`src/design/regsub_macros.svh`:
```
//##########################################################################
// Shared constants for the peripheral register subsystem: bus widths,
// register counts, register indices, CTRL bit positions and the ID word.
// Include wherever one of these values is needed.
//##########################################################################

`ifndef REGSUB_MACROS_SVH
`define REGSUB_MACROS_SVH

`define REGSUB_DATA_W 32
`define REGSUB_ADDR_W 32
`define REGSUB_WR_NUM 2
`define REGSUB_RD_NUM 3

// Register index lives in paddr[19:2]
`define REGSUB_IDX_LSB 2
`define REGSUB_IDX_MSB 19

// Write side
`define REG_CTRL 0
`define REG_THRESH 1

// Read side
`define REG_COUNT 0
`define REG_STATUS 1
`define REG_ID 2

// CTRL bits
`define CTRL_EN_BIT 0
`define CTRL_CLR_BIT 1
`define CTRL_IRQ_EN_BIT 2

`define REGSUB_ID 32'h5245_4731

`endif

```
`src/design/regsub_pkg.sv`:
```
//##########################################################################
// Types for the register subsystem: APB request and response structs,
// the packed register arrays and the read register reset values.
// Referenced by scoped name from the RTL and the testbench.
//##########################################################################

`include "regsub_macros.svh"

package regsub_pkg;

    // Host to slave
    typedef struct packed {
        logic                      psel;
        logic                      penable;
        logic                      pwrite;
        logic [`REGSUB_ADDR_W-1:0] paddr;
        logic [`REGSUB_DATA_W-1:0] pwdata;
    } apb_req_t;

    // Slave to host
    typedef struct packed {
        logic                      pready;
        logic                      pslverr;
        logic [`REGSUB_DATA_W-1:0] prdata;
    } apb_rsp_t;

    typedef logic [`REGSUB_WR_NUM-1:0][`REGSUB_DATA_W-1:0] wr_regs_t;
    typedef logic [`REGSUB_RD_NUM-1:0][`REGSUB_DATA_W-1:0] rd_regs_t;

    function automatic rd_regs_t rd_init_calc();
        rd_regs_t init;
        init          = '0;
        init[`REG_ID] = `REGSUB_ID;
        return init;
    endfunction

    // Everything zero apart from the ID word
    localparam rd_regs_t RD_INIT = rd_init_calc();

endpackage

```
`src/design/apb_arbiter.sv`:
```
//##########################################################################
// Two-host APB arbiter with round-robin priority. A granted host keeps the
// shared bus for a whole transfer, until the slave returns pready. The
// forward path is combinational; only the grant state is registered.
//##########################################################################

module apb_arbiter (
    input  logic                clk_i,
    input  logic                rstn_i,

    input  regsub_pkg::apb_req_t req0_i,
    input  regsub_pkg::apb_req_t req1_i,
    output regsub_pkg::apb_rsp_t rsp0_o,
    output regsub_pkg::apb_rsp_t rsp1_o,

    output regsub_pkg::apb_req_t bus_req_o,
    input  regsub_pkg::apb_rsp_t bus_rsp_i
);

    logic busy;
    logic owner;
    logic last_owner;
    logic next_owner;

    regsub_pkg::apb_req_t owner_req;

    // Pick the host that was not served last when both ask
    always_comb begin
        if (req0_i.psel && req1_i.psel) begin
            next_owner = ~last_owner;
        end else begin
            next_owner = req1_i.psel;
        end
    end

    always_ff @(posedge clk_i) begin
        if (~rstn_i) begin
            busy       <= 1'b0;
            owner      <= 1'b0;
            // CPU host goes first after reset
            last_owner <= 1'b1;
        end else begin
            if (busy) begin
                if (bus_rsp_i.pready) begin
                    busy <= 1'b0;
                end
            end else if (req0_i.psel || req1_i.psel) begin
                busy       <= 1'b1;
                owner      <= next_owner;
                last_owner <= next_owner;
            end
        end
    end

    assign owner_req = owner ? req1_i : req0_i;

    always_comb begin
        bus_req_o      = owner_req;
        // No owner, no select on the bus
        bus_req_o.psel = busy & owner_req.psel;
    end

    always_comb begin
        rsp0_o = '0;
        rsp1_o = '0;
        if (busy) begin
            if (owner) begin
                rsp1_o = bus_rsp_i;
            end else begin
                rsp0_o = bus_rsp_i;
            end
        end
    end

endmodule

```
`src/design/apb_reg_file.sv`:
```
//##########################################################################
// APB register file. Write registers are driven out to the logic around it,
// read registers are loaded from it when their valid bit is set. Index is
// taken from paddr[19:2]; pready is registered, so an access takes two
// cycles after setup. No error responses.
//##########################################################################

`include "regsub_macros.svh"

module apb_reg_file (
    input  logic                            clk_i,
    input  logic                            rstn_i,

    input  regsub_pkg::apb_req_t             apb_req_i,
    output regsub_pkg::apb_rsp_t             apb_rsp_o,

    input  regsub_pkg::rd_regs_t             rd_regs_i,
    input  logic [`REGSUB_RD_NUM-1:0]        rd_valid_i,

    output regsub_pkg::wr_regs_t             wr_regs_o,
    output logic [`REGSUB_WR_NUM-1:0]        wr_valid_o
);

    localparam int IDX_W = `REGSUB_IDX_MSB - `REGSUB_IDX_LSB + 1;

    logic [IDX_W-1:0] idx;
    logic             access;
    logic             write;
    logic             read;

    logic                      pready_q;
    logic [`REGSUB_DATA_W-1:0] prdata_q;

    regsub_pkg::wr_regs_t              wr_q;
    logic [`REGSUB_WR_NUM-1:0]         wr_valid_q;
    regsub_pkg::rd_regs_t              rd_in_q;
    logic [`REGSUB_RD_NUM-1:0]         rd_valid_q;
    regsub_pkg::rd_regs_t              rd_q;

    assign idx = apb_req_i.paddr[`REGSUB_IDX_MSB:`REGSUB_IDX_LSB];

    // Access counts once, the cycle before pready goes high
    assign access = apb_req_i.psel & apb_req_i.penable & ~pready_q;
    assign write  = access & apb_req_i.pwrite;
    assign read   = access & ~apb_req_i.pwrite;

    always_ff @(posedge clk_i) begin
        if (~rstn_i) begin
            wr_q       <= '0;
            wr_valid_q <= '0;
        end else begin
            wr_valid_q <= '0;
            if (write) begin
                for (int i = 0; i < `REGSUB_WR_NUM; i++) begin
                    if (idx == IDX_W'(i)) begin
                        wr_q[i]       <= apb_req_i.pwdata;
                        wr_valid_q[i] <= 1'b1;
                    end
                end
            end
        end
    end

    // Output stage for the write side
    always_ff @(posedge clk_i) begin
        if (~rstn_i) begin
            wr_regs_o  <= '0;
            wr_valid_o <= '0;
        end else begin
            wr_regs_o  <= wr_q;
            wr_valid_o <= wr_valid_q;
        end
    end

    // Input stage for the read side
    always_ff @(posedge clk_i) begin
        rd_in_q <= rd_regs_i;
    end

    always_ff @(posedge clk_i) begin
        if (~rstn_i) begin
            rd_valid_q <= '0;
            rd_q       <= regsub_pkg::RD_INIT;
        end else begin
            rd_valid_q <= rd_valid_i;
            for (int i = 0; i < `REGSUB_RD_NUM; i++) begin
                if (rd_valid_q[i]) begin
                    rd_q[i] <= rd_in_q[i];
                end
            end
        end
    end

    always_ff @(posedge clk_i) begin
        if (read) begin
            for (int i = 0; i < `REGSUB_RD_NUM; i++) begin
                if (idx == IDX_W'(i)) begin
                    prdata_q <= rd_q[i];
                end
            end
        end
    end

    always_ff @(posedge clk_i) begin
        if (~rstn_i) begin
            pready_q <= 1'b0;
        end else begin
            pready_q <= access;
        end
    end

    always_comb begin
        apb_rsp_o.pready  = pready_q;
        apb_rsp_o.pslverr = 1'b0;
        apb_rsp_o.prdata  = prdata_q;
    end

endmodule

```
`src/design/event_counter.sv`:
```
//##########################################################################
// Event counter behind the register file. CTRL enables counting, clears
// and enables the interrupt; THRESH sets the level for the reached flag.
// Count and status go back as read registers with change pulses.
//##########################################################################

`include "regsub_macros.svh"

module event_counter (
    input  logic                       clk_i,
    input  logic                       rstn_i,

    input  regsub_pkg::wr_regs_t        wr_regs_i,
    input  logic [`REGSUB_WR_NUM-1:0]   wr_valid_i,
    input  logic                       event_i,

    output regsub_pkg::rd_regs_t        rd_regs_o,
    output logic [`REGSUB_RD_NUM-1:0]   rd_valid_o,
    output logic                       irq_o
);

    logic [`REGSUB_DATA_W-1:0] ctrl;
    logic [`REGSUB_DATA_W-1:0] thresh;

    logic clear;
    logic count_en;
    logic event_q;
    logic reached;
    logic reached_nxt;
    logic count_chg;
    logic status_chg;

    logic [`REGSUB_DATA_W-1:0] count;

    assign ctrl     = wr_regs_i[`REG_CTRL];
    assign thresh   = wr_regs_i[`REG_THRESH];
    assign clear    = wr_valid_i[`REG_CTRL] & ctrl[`CTRL_CLR_BIT];
    assign count_en = event_q & ctrl[`CTRL_EN_BIT];

    // Sticky until cleared
    always_comb begin
        if (clear) begin
            reached_nxt = 1'b0;
        end else if ((thresh != '0) && (count >= thresh)) begin
            reached_nxt = 1'b1;
        end else begin
            reached_nxt = reached;
        end
    end

    always_ff @(posedge clk_i) begin
        if (~rstn_i) begin
            event_q    <= 1'b0;
            count      <= '0;
            count_chg  <= 1'b0;
            reached    <= 1'b0;
            status_chg <= 1'b0;
            irq_o      <= 1'b0;
        end else begin
            event_q <= event_i;
            if (clear) begin
                count     <= '0;
                count_chg <= (count != '0);
            end else if (count_en) begin
                count     <= count + `REGSUB_DATA_W'(1);
                count_chg <= 1'b1;
            end else begin
                count_chg <= 1'b0;
            end
            reached    <= reached_nxt;
            status_chg <= (reached_nxt != reached);
            irq_o      <= reached_nxt & ctrl[`CTRL_IRQ_EN_BIT];
        end
    end

    always_comb begin
        rd_regs_o              = '0;
        rd_regs_o[`REG_COUNT]  = count;
        rd_regs_o[`REG_STATUS] = `REGSUB_DATA_W'(reached);

        // ID slot never loads
        rd_valid_o              = '0;
        rd_valid_o[`REG_COUNT]  = count_chg;
        rd_valid_o[`REG_STATUS] = status_chg;
    end

endmodule

```
`src/design/regsub_top.sv`:
```
//##########################################################################
// Top of the peripheral register subsystem. CPU and debug APB hosts share
// the register file through the arbiter; the register file configures the
// event counter and reads back its count and status.
//##########################################################################

`include "regsub_macros.svh"

module regsub_top (
    input  logic                clk_i,
    input  logic                rstn_i,

    input  regsub_pkg::apb_req_t cpu_req_i,
    input  regsub_pkg::apb_req_t dbg_req_i,
    output regsub_pkg::apb_rsp_t cpu_rsp_o,
    output regsub_pkg::apb_rsp_t dbg_rsp_o,

    input  logic                event_i,
    output logic                irq_o
);

    regsub_pkg::apb_req_t bus_req;
    regsub_pkg::apb_rsp_t bus_rsp;

    regsub_pkg::wr_regs_t             wr_regs;
    logic [`REGSUB_WR_NUM-1:0]        wr_valid;
    regsub_pkg::rd_regs_t             rd_regs;
    logic [`REGSUB_RD_NUM-1:0]        rd_valid;

    // CPU on port 0, debug on port 1
    apb_arbiter apb_arbiter_i (
        .clk_i     (clk_i),
        .rstn_i    (rstn_i),
        .req0_i    (cpu_req_i),
        .req1_i    (dbg_req_i),
        .rsp0_o    (cpu_rsp_o),
        .rsp1_o    (dbg_rsp_o),
        .bus_req_o (bus_req),
        .bus_rsp_i (bus_rsp)
    );

    apb_reg_file apb_reg_file_i (
        .clk_i      (clk_i),
        .rstn_i     (rstn_i),
        .apb_req_i  (bus_req),
        .apb_rsp_o  (bus_rsp),
        .rd_regs_i  (rd_regs),
        .rd_valid_i (rd_valid),
        .wr_regs_o  (wr_regs),
        .wr_valid_o (wr_valid)
    );

    event_counter event_counter_i (
        .clk_i      (clk_i),
        .rstn_i     (rstn_i),
        .wr_regs_i  (wr_regs),
        .wr_valid_i (wr_valid),
        .event_i    (event_i),
        .rd_regs_o  (rd_regs),
        .rd_valid_o (rd_valid),
        .irq_o      (irq_o)
    );

endmodule

```
`config.mk`:
```
export PLATFORM = sky130hd
export DESIGN_NAME = regsub_top
export DESIGN_NICKNAME = d
export VERILOG_FILES = /design/src/design/regsub_pkg.sv /design/src/design/apb_arbiter.sv /design/src/design/apb_reg_file.sv /design/src/design/event_counter.sv /design/src/design/regsub_top.sv
export VERILOG_INCLUDE_DIRS = /design/src /design/src/design
export SDC_FILE = /design/constraint.sdc
export NUM_CORES = 1
export LEC_CHECK = 0
export BUFFER_PORTS_ARGS = -buffer_cell sky130_fd_sc_hd__buf_2
export CAP_MARGIN = 20
export CORE_UTILIZATION = 60
export CTS_CLUSTER_SIZE = 14
export DETAILED_ROUTE_END_ITERATION = 8
export GPL_TIMING_DRIVEN = 1
export PLACE_DENSITY = 0.79
export SYNTH_ARGS = -nofsm -noshare
export SYNTH_HDL_FRONTEND = slang
export SYNTH_HIERARCHICAL = 1
export SYNTH_SLANG_ARGS = --single-unit
```
`constraint.sdc`:
```
create_clock -name clk_i -period 10.1 [get_ports clk_i]
set_clock_uncertainty 0.2 [all_clocks]
set_input_delay 0 -clock clk_i [delete_from_list [all_inputs] [get_ports clk_i]]
set_output_delay 0 -clock clk_i [all_outputs]
set_load 0.01 [all_outputs]
```
==> summary.txt, run 1 <==
Run status
  – Status: finished clean

Yosys
  – Yosys warnings: 6
  – Syn Std Cell Area: between 10000 and 15000 um^2
  – Mapped Avg Cell Area: approximately 10 um^2
  – Syn Inst Count: approximately 1400

Worst setup path
  – CP startpoint kind: register
  – CP most frequent cell: dlygate4sd3_1
  – Worst Setup End Kind: register
  – Crit Reg-Reg Startpoint: apb_arbiter_i/owner
  – Worst path slowest cell: dfxtp_4
  – Worst Setup SP: apb_arbiter_i/owner
  – Worst path arrival time: around 4.5 ns
  – Crit-path max FO: about 90
  – Req. time, crit path: around 10 ns
  – Reg2Reg Depth: 7
  – CP Cell Sequence: mux2_2 -> dlygate4sd3_1 -> or4_4 -> nor4_4 -> nand3_1 -> dlygate4sd3_1 -> a21oi_1
  – Kind of critical path: register to register
  – CP max stage delay: a little under 1 ns

Timing
  – RSZ-0062 raised after global routing: no
  – Final period utilization: 0.4248
  – Slew of the pin with the lowest slew margin: roughly 1.2 ns
  – F_max: 0.2331 GHz
  – Fin crit period: 4.291 ns
  – Setup violators final: 0
  – Setup Total Neg Slack: 0 ns
  – Max Slew Vio Count: 0
  – Relative max-transition margin: 0.2309
  – Hold Fails Final Rpt: 0

Cells and area
  – Layout Cells excl Fill: ~1900
  – # nets final: roughly 1800
  – Share of cells above drive strength 1: 0.1960
  – Commonest non-fill, non-tap cell in the layout: dfxtp_1
  – N_diodes: 0
  – Area growth syn-to-layout: 19.88%
  – Fillers: roughly 1600
  – Commonest non-fill, non-tap cells in the layout: dfxtp_1, buf_2, nor2_1

Routing
  – ANT nets after route: 0
  – DR DRC count: 0
  – Detailed Route WL: between 30000 and 40000 um
  – DRT Pass-1 Iters: 5
  – Vias per cell: between 5 and 6
  – Drt wl/cell: ~18 um
  – Drt first-iter violations: 660
  – Vias: between 10000 and 15000

Place
  – Gpl congestion: about 0.88
  – Cells after DPL: around 1800
  – Dpl hpwl: ~20000 um
  – Port buffer count: around 180

Global routing
  – Grt ovf: 0
  – Total global-route track usage: 0.2815
  – Antenna violations before repair: 0
  – First-pass GRT wire length: about 53000 um
  – Vias in the first global route: roughly 11000
  – Largest net degree at the start of global routing: approximately 100

Floorplanning
  – Die width: between 150 and 200 um
  – Core area: roughly 23000 um^2
  – Initial Utilization: 0.6152
  – Chip height: ~150 um
  – Io pins: a little over 200
  – Row cnt: between 50 and 60
  – Die area: approximately 24000 um^2

CTS
  – Clock tree buffer depth: 3
  – CTS H-tree depth: 2
  – Clk_lat worst skew: ~0.52 ns
  – CTS tree: built
  – CTS root buf: clkbuf_16
  – Clk slew on worst S/H paths: approximately 0.060 ns
  – Num CTS Buffers: 35
  – CTS sink cnt: 340
  – Post-cts gate resize count: 0

Min path
  – Tightest Hold Check Type: primary input to register
  – WHS Path Cells: 6
  – Hold path start: cpu_req_i[38]

Power
  – Cell area power density: roughly 170 nW/um^2
  – Peak VDD IR: 0.09992 mV
  – LEAKAGE: 0.006761 uW

Flow run
  – Count of max-cap constraint violations: 0
[final cells by class]
type                       instances  area (um^2)  share of cell area
sequential                       340         7134              0.4260
inverter                          43        162.7            0.009712
clock inverter                    10        115.1            0.006873
timing repair buffer             271         1902              0.1136
tap                              285        356.6             0.02129
multi-input combinational        926         5979              0.3570
clock buffer                      53         1097             0.06552
[registers in the layout, summed over array words and instances (netlist names)]
signal,flops
apb_reg_file_i/wr_q,35
event_counter_i/count_chg,1
apb_reg_file_i/rd_in_q,96
apb_reg_file_i/rd_q,96
apb_reg_file_i/prdata_q,32
event_counter_i/reached,1
apb_reg_file_i/wr_valid_o,1
event_counter_i/count,32
event_counter_i/irq_o,1
apb_reg_file_i/pready_q,1
apb_arbiter_i/last_owner,1
apb_arbiter_i/owner,1
apb_reg_file_i/wr_valid_q,1
event_counter_i/event_q,1
apb_reg_file_i/rd_valid_q,3
apb_reg_file_i/wr_regs_o,35
apb_arbiter_i/busy,1
event_counter_i/status_chg,1
[metal layers]
metal | vias to the layer above | global-route usage | wire length (um)
met5 | - | 0 | 0
met4 | 0 | 0.1405 | 1355
met3 | 113 | 0.04091 | 2098
met2 | 469 | 0.5074 | 16990
met1 | 5164 | 0.3259 | 13570
li1 | 5188 | - | -
[path summary, 6_finish.rpt]
check	to	slack, ns
setup / recovery	apb_reg_file_i/wr_q[0]	5.81
hold / removal	apb_reg_file_i/wr_q[2]	0.06
hold reg to reg	apb_reg_file_i/rd_in_q[0]	0.21
setup reg to reg	apb_reg_file_i/wr_q[0]	5.81
[power breakdown]
| group | switching [uW] | internal (uW) |
|---|---|---|
| clock network | 515 | 804 |
| registers | 19.1 | 1380 |
| logic | 62.9 | 81.9 |
| total | 597 | 2270 |
[timing repair]
action	CTS	global route
setup endpoints to repair	0	0
hold buffers	81	0
setup buffers	0	0
endpoints found under the hold margin	73	0
[per-stage QoR]
step	power, uW	utilization	worst slack [ns]	hold slack [ns]	area (um^2)
final	2863	0.7375	5.809	0.06192	16750
after global routing	2947	0.7375	5.559	0.1052	16750
after CTS	2860	0.7313	5.943	0.02937	16610
after detailed placement	1533	0.6422	5.940	0.02148	14580
after global placement	1529	0.6415	6.097	0.02138	14570
after floorplan	1511	-	2.475	-0.1381	14210
[worst max-delay path, delay by kind of cell, from the launching register on]
kind | cells | cell delay, ns
buffers and inverters | 2 | 1.18
AND/OR/NAND/NOR | 3 | 1.17
flip-flops | 1 | 0.98
multiplexers | 1 | 0.46
AO/OA/AOI/OAI | 1 | 0.18
Note: power is estimated with default switching activity, not from simulation.
==> run 2, diff against run 1 <==
Settings changed: CORE_UTILIZATION 60 to 54, PLACE_DENSITY 0.79 to 0.75.
Clock period 10.1 ns to 3.5 ns, I/O delays scaled along.
==> summary.txt, run 2 (synthesis results as in run 1) <==
Run status
  – Status: finished clean (unchanged)

Routing
  – Drt wl/cell: 16.47 um (was 17.64 um)
  – DRT Pass-1 Iters: 5 (unchanged)
  – Vias: 10636 (was 10934)
  – DR DRC count: 0 (unchanged)
  – DR WL met3: 1640 um (was 2098 um)
  – DR top layer: met4 (unchanged)
  – Detailed Route WL: 32580 um (was 34010 um)
  – Vias per cell: 5.377 (was 5.671)
  – ANT nets after route: 0 (unchanged)
  – Wire length on met2: 16490 um (was 16990 um)
  – Drt first-iter violations: 595 (was 660)
  – Met1 wire length: 13660 um (was 13570 um)

Cells and area
  – Commonest non-fill, non-tap cell in the layout: dfxtp_1 (unchanged)
  – # nets final: 1793 (was 1788)
  – Fillers: 1937 (was 1550)
  – N_diodes: 0 (unchanged)
  – Area growth syn-to-layout: 20.71% (was 19.88%)
  – Final core occ: 0.6677 (was 0.7375)
  – Share of cells above drive strength 1: 0.2008 (was 0.1960)
  – Commonest non-fill, non-tap cells in the layout: dfxtp_1, buf_2, nor2_1 (unchanged)
  – Finished Cell Area: 16860 um^2 (was 16750 um^2)
  – Regs by FF count: apb_reg_file_i/rd_in_q (96), apb_reg_file_i/rd_q (96) (unchanged)

Timing
  – Relative max-transition margin: 0.3257 (was 0.2309)
  – F_max: 0.3040 GHz (was 0.2331 GHz)
  – RSZ-0062 raised after global routing: no (unchanged)
  – Fin crit period: 3.290 ns (was 4.291 ns)
  – Final period utilization: 0.9400 (was 0.4248)
  – Slew of the pin with the lowest slew margin: 1.011 ns (was 1.154 ns)
  – Max Slew Vio Count: 0 (unchanged)
  – Setup violators final: 0 (unchanged)
  – Hold Fails Final Rpt: 0 (unchanged)
  – Setup Total Neg Slack: 0 ns (unchanged)
  – Min Hold Slack: 0.07727 ns (was 0.06192 ns)

Place
  – Post-DP Area: 14740 um^2 (was 14580 um^2)
  – Gpl congestion: 0.8899 (was 0.8804)
  – Dpl hpwl: 19830 um (was 19520 um)
  – Port buffer count: 175 (unchanged)

CTS
  – CTS sink cnt: 340 (unchanged)
  – Clk_lat worst skew: 0.51 ns (was 0.52 ns)
  – Clock tree buffer depth: 3 (unchanged)
  – CTS tree: built (unchanged)
  – CTS root buf: clkbuf_16 (unchanged)
  – Clk slew on worst S/H paths: 0.06 ns (about the same)
  – CTS H-tree depth: 2 (unchanged)
  – Setup bufs post-CTS: 0 (unchanged)
  – Num CTS Buffers: 35 (unchanged)

Floorplanning
  – Core area: 25250 um^2 (was 22710 um^2)
  – Die area: 26520 um^2 (was 23900 um^2)
  – Row cnt: 58 (was 55)
  – Die width: 162.8 um (was 154.6 um)
  – Io pins: 206 (unchanged)
  – Initial Utilization: 0.5532 (was 0.6152)
  – Chip height: 162.8 um (was 154.6 um)

Global routing
  – Largest net degree at the start of global routing: 85 (was 103)
  – First-pass GRT wire length: 51800 um (was 53430 um)
  – Antenna violations before repair: 0 (unchanged)
  – Grt ovf: 0 (unchanged)
  – Vias in the first global route: 10349 (was 10826)
  – Total global-route track usage: 0.2449 (was 0.2815)

Min path
  – Tightest Hold Check Type: primary input to register (unchanged)
  – WHS Endpoint: apb_reg_file_i/wr_q[2] (unchanged)
  – Hold path start: dbg_req_i[38] (was cpu_req_i[38])
  – WHS Path Cells: 6 (unchanged)

Worst setup path
  – R2R Setup Slk: 0.21 ns (was 5.81 ns)
  – CP most frequent cell: dlygate4sd3_1 (unchanged)
  – Crit-path max FO: 37 (was 89)
  – Worst Setup End Kind: register (unchanged)
  – Worst path arrival time: 3.51 ns (was 4.51 ns)
  – CP startpoint kind: register (unchanged)
  – Reg2Reg Depth: 8 (was 7)
  – Worst path slowest cell: dlygate4sd3_1 (was dfxtp_4)
  – Critical path's top delay family: buffers and inverters (unchanged)
  – Kind of critical path: register to register (unchanged)
  – CP max stage delay: 0.65 ns (was 0.98 ns)
  – Worst R2R End: apb_reg_file_i/wr_q[1] (was apb_reg_file_i/wr_q[0])
  – CP Cell Sequence: buf_8 -> mux2_2 -> dlygate4sd3_1 -> nand3b_4 -> nor4_4 -> dlygate4sd3_1 -> nand3_1 -> a21oi_1 (was mux2_2 -> dlygate4sd3_1 -> or4_4 -> nor4_4 -> nand3_1 -> dlygate4sd3_1 -> a21oi_1)
  – WP buf/inv: 3 (was 2)
  – Crit Reg-Reg Startpoint: apb_arbiter_i/owner (unchanged)
  – Req. time, crit path: 3.72 ns (was 10.32 ns)

Power
  – Int Pwr: 6652 uW (was 2266 uW)
  – Clock group share of total power: 0.470 (was 0.461)
  – Register share of total power: 0.478 (was 0.489)
  – Switch Pwr: 1747 uW (was 597.0 uW)
  – Total Power: 8399 uW (was 2863 uW)
  – Peak VDD IR: 0.3235 mV (was 0.09992 mV)
  – Cell area power density: 498.1 nW/um^2 (was 171.0 nW/um^2)
  – LEAKAGE: 0.006791 uW (was 0.006761 uW)
  – Switching share of power: 0.2080 (was 0.2085)
  – Comb power frac: 0.052 (was 0.051)

Flow run
  – Count of max-cap constraint violations: 0 (unchanged)
run 2: layout make-up:
| class | instances | area (um^2) | share of cell area |
|---|---|---|---|
| inverters | 43 | 162.7 | 0.009646 |
| multi-input cells | 926 | 6003 | 0.3560 |
| well taps | 330 | 412.9 | 0.02449 |
| clock inverters | 17 | 232.7 | 0.01380 |
| flip-flops and latches | 340 | 7134 | 0.4231 |
| repair buffers | 276 | 1897 | 0.1125 |
| clock buffers | 46 | 1020 | 0.06047 |
run 2: worst max path at each step:
stage / startpoint / depth (start not counted) / slack [ns] / end
6_report: apb_arbiter_i/owner / 8 / 0.21 / apb_reg_file_i/wr_q[1]
5_1_grt: apb_arbiter_i/owner / 8 / 0.04 / apb_reg_file_i/wr_q[1]
4_1_cts: apb_arbiter_i/owner / 8 / 0.06 / apb_reg_file_i/wr_q[1]
3_5_place_dp: apb_arbiter_i/owner / 5 / 0.46 / apb_reg_file_i/wr_q[63]
3_3_place_gp: apb_arbiter_i/owner / 5 / 0.50 / apb_reg_file_i/wr_q[38]
2_1_floorplan: apb_arbiter_i/owner / 7 / 0.005 / apb_reg_file_i/prdata_q[0]
run 2: what timing repair did:
item,4_1_cts,5_1_grt
hold buffers,78,0
setup endpoints to repair,0,4
hold endpoints to repair,75,0
gates resized for setup,0,2
run 2: routing by layer:
layer,up-vias,GRT usage
met3,74,0.03209
met1,5020,0.2993
met4,0,0.09048
met2,341,0.4373
met5,-,0
li1,5201,-
run 2: power groups by stage:
stage	Clock [uW]	Sequential (uW)	Combinational, uW
6_report	3950	4010	438
2_1_floorplan	0	4080	280
3_5_place_dp	0	4110	333
3_3_place_gp	0	4100	327
4_1_cts	3990	4020	413
5_1_grt	4160	4020	477
run 2: worst register-to-register path: stages, from the launching register on:
cell	delay, ns
dfxtp_4	0.53
buf_8	0.26
mux2_2	0.20
dlygate4sd3_1	0.59
nand3b_4	0.11
nor4_4	0.38
dlygate4sd3_1	0.66
nand3_1	0.11
a21oi_1	0.18
run 2: per-stage QoR:
step | cells | setup WS [ns]
after floorplan | 1481 | 0.004816
after global placement | 1833 | 0.4982
after detailed placement | 1833 | 0.4555
after CTS | 1974 | 0.06272
after global routing | 1978 | 0.03939
final | 1978 | 0.2101
==> run 3, diff against run 2 <==
Settings changed: REMOVE_ABC_BUFFERS set to 1.
==> summary.txt, run 3 (synthesis results as in run 1) <==
Timing
  – Relative max-transition margin: 0.2705 (was 0.3257)
  – Final period utilization: 0.9633 (was 0.9400)
  – Slew of the pin with the lowest slew margin: 1.092 ns (was 1.011 ns)
  – Setup violators final: 0 (unchanged)
  – Min Hold Slack: 0.02828 ns (was 0.07727 ns)
  – F_max: 0.2966 GHz (was 0.3040 GHz)
  – Setup Total Neg Slack: 0 ns (unchanged)
  – Hold Fails Final Rpt: 0 (unchanged)
  – RSZ-0062 raised after global routing: no (unchanged)
  – Fin crit period: 3.371 ns (was 3.290 ns)
  – Max Slew Vio Count: 0 (unchanged)

Global routing
  – Antenna violations before repair: 0 (unchanged)
  – Grt ovf: 0 (unchanged)
  – Total global-route track usage: 0.2289 (was 0.2449)
  – Largest net degree at the start of global routing: 75 (was 85)
  – Vias in the first global route: 9793 (was 10349)
  – First-pass GRT wire length: 49080 um (was 51800 um)

Routing
  – ANT nets after route: 0 (unchanged)
  – Drt wl/cell: 15.29 um (was 16.47 um)
  – DR DRC count: 0 (unchanged)
  – Drt first-iter violations: 555 (was 595)
  – Vias per cell: 5.195 (was 5.377)
  – DRT Pass-1 Iters: 5 (unchanged)
  – Detailed Route WL: 30310 um (was 32580 um)
  – Vias: 10297 (was 10636)

Place
  – Dpl hpwl: 18880 um (was 19830 um)
  – Port buffer count: 175 (unchanged)
  – Cells after DPL: 1835 (was 1833)
  – Gpl congestion: 0.8390 (was 0.8899)
  – Post-DP Area: 14750 um^2 (was 14740 um^2)

Worst setup path
  – CP startpoint kind: register (unchanged)
  – WP buf/inv: 2 (was 3)
  – Worst R2R End: apb_reg_file_i/wr_valid_q[0] (was apb_reg_file_i/wr_q[1])
  – R2R Setup Slk: 0.13 ns (was 0.21 ns)
  – Critical path's top delay family: buffers and inverters (unchanged)
  – Req. time, crit path: 3.75 ns (was 3.72 ns)
  – CP Cell Sequence: mux2_2 -> nor4_1 -> nand3_4 -> dlygate4sd3_1 -> nor3_2 -> dlygate4sd3_1 (was buf_8 -> mux2_2 -> dlygate4sd3_1 -> nand3b_4 -> nor4_4 -> dlygate4sd3_1 -> nand3_1 -> a21oi_1)
  – Worst Setup End Kind: register (unchanged)
  – Worst Setup SP: apb_arbiter_i/owner (unchanged)
  – CP max stage delay: 0.67 ns (was 0.65 ns)
  – Worst path arrival time: 3.62 ns (was 3.51 ns)
  – Crit-path max FO: 18 (was 37)
  – Reg2Reg Depth: 6 (was 8)
  – Worst path slowest cell: nor4_1 (was dlygate4sd3_1)
  – CP most frequent cell: dlygate4sd3_1 (unchanged)
  – Kind of critical path: register to register (unchanged)
  – Crit Reg-Reg Startpoint: apb_arbiter_i/owner (unchanged)

Cells and area
  – Finished Cell Area: 16750 um^2 (was 16860 um^2)
  – Commonest non-fill, non-tap cells in the layout: dfxtp_1, buf_2, nor2_1 (unchanged)
  – Fillers: 2002 (was 1937)
  – # nets final: 1797 (was 1793)
  – Layout Cells excl Fill: 1982 (was 1978)
  – Regs by FF count: apb_reg_file_i/rd_in_q (96), apb_reg_file_i/rd_q (96) (unchanged)
  – Final core occ: 0.6632 (was 0.6677)
  – Commonest non-fill, non-tap cell in the layout: dfxtp_1 (unchanged)
  – Share of cells above drive strength 1: 0.1998 (was 0.2008)
  – N_diodes: 0 (unchanged)
  – Area growth syn-to-layout: 19.90% (was 20.71%)

Min path
  – WHS Endpoint: apb_reg_file_i/prdata_q[18] (was apb_reg_file_i/wr_q[2])
  – WHS Path Cells: 6 (unchanged)
  – Hold path start: cpu_req_i[47] (was dbg_req_i[38])
  – Tightest Hold Check Type: primary input to register (unchanged)

Power
  – Register share of total power: 0.500 (was 0.478)
  – Int Pwr: 6310 uW (was 6652 uW)
  – Cell area power density: 478.9 nW/um^2 (was 498.1 nW/um^2)
  – Peak VDD IR: 0.2589 mV (was 0.3235 mV)
  – Switching share of power: 0.2135 (was 0.2080)
  – Switch Pwr: 1712 uW (was 1747 uW)
  – Clock group share of total power: 0.446 (was 0.470)
  – Comb power frac: 0.054 (was 0.052)
  – LEAKAGE: 0.006757 uW (was 0.006791 uW)

CTS
  – CTS root buf: clkbuf_16 (unchanged)
  – Clk_lat worst skew: 0.51 ns (about the same)
  – Clk slew on worst S/H paths: 0.06 ns (about the same)
  – CTS H-tree depth: 2 (unchanged)
  – CTS tree: built (unchanged)
  – Num CTS Buffers: 35 (unchanged)
  – CTS sink cnt: 340 (unchanged)
  – Clock tree buffer depth: 3 (unchanged)

Flow run
  – Count of max-cap constraint violations: 0 (unchanged)

Floorplanning
  – Die width: 162.8 um (unchanged)
  – Chip height: 162.8 um (unchanged)
  – Initial Utilization: 0.5532 (unchanged)
  – Row cnt: 58 (unchanged)
  – Core area: 25250 um^2 (unchanged)
  – Io pins: 206 (unchanged)
  – Die area: 26520 um^2 (unchanged)

Run status
  – Status: finished clean (unchanged)
-- run 3: cell count changes in the layout (fill, tap and decap cells not counted), sizes merged --
cell         before  now
clkbuf           46   49
dlygate4sd3      78   82
clkinvlp          0    1
bufinv            5    0
clkinv           12   13
-- run 3: power by group through the flow --
stage          clock (uW)  sequential, uW  combinational [uW]
6_report             3580            4010                 433
3_5_place_dp            0            4100                 328
2_1_floorplan           0            4110                 177
3_3_place_gp            0            4100                 322
4_1_cts              3630            4020                 412
5_1_grt              3800            4010                 477
-- run 3: worst max-delay path by stage --
stage                     cells past startpoint  slack [ns]                      endpoint
final                                         6        0.13  apb_reg_file_i/wr_valid_q[0]
after global routing                          6       0.002  apb_reg_file_i/wr_valid_q[0]
after CTS                                     6        0.05  apb_reg_file_i/wr_valid_q[0]
after detailed placement                      5        0.29   apb_reg_file_i/prdata_q[29]
after global placement                        5        0.35    apb_reg_file_i/prdata_q[3]
after floorplan                               4       -7.12    apb_reg_file_i/prdata_q[0]
-- run 3: final cells by class --
type / count / area [um^2] / area share
inverter: 43 / 162.7 / 0.009711
clock buffer: 49 / 1041 / 0.06215
clock inverter: 14 / 95.09 / 0.005677
sequential: 340 / 7134 / 0.4259
multi-input combinational: 926 / 5978 / 0.3569
timing repair buffer: 280 / 1926 / 0.1150
tap: 330 / 412.9 / 0.02465
-- run 3: worst reg2reg max path, cell delays in order, from the launching register on --
cell	delay, ns
dfxtp_4	0.48
mux2_2	0.36
nor4_1	0.67
nand3_4	0.21
dlygate4sd3_1	0.68
nor3_2	0.17
dlygate4sd3_1	0.56
-- run 3: what timing repair did --
action	CTS	global route
resized for setup	0	1
setup endpoints to repair	0	3
buffers inserted	0	0
hold endpoints to repair	57	0
hold buffers	82	0
-- run 3: metal layers --
layer,vias to the layer above,track usage,share of wire
li1,5203,-,-
met1,4796,0.2973,0.45
met2,258,0.3930,0.49
met3,40,0.03310,0.039
met4,0,0.06839,0.019
met5,-,0,0
-- run 3: through the flow --
step | setup slack [ns] | power, uW
floorplan | -7.117 | 4285
global placement | 0.3466 | 4424
detailed placement | 0.2920 | 4433
CTS | 0.05428 | 8061
global route | 0.001709 | 8291
finish | 0.1286 | 8022
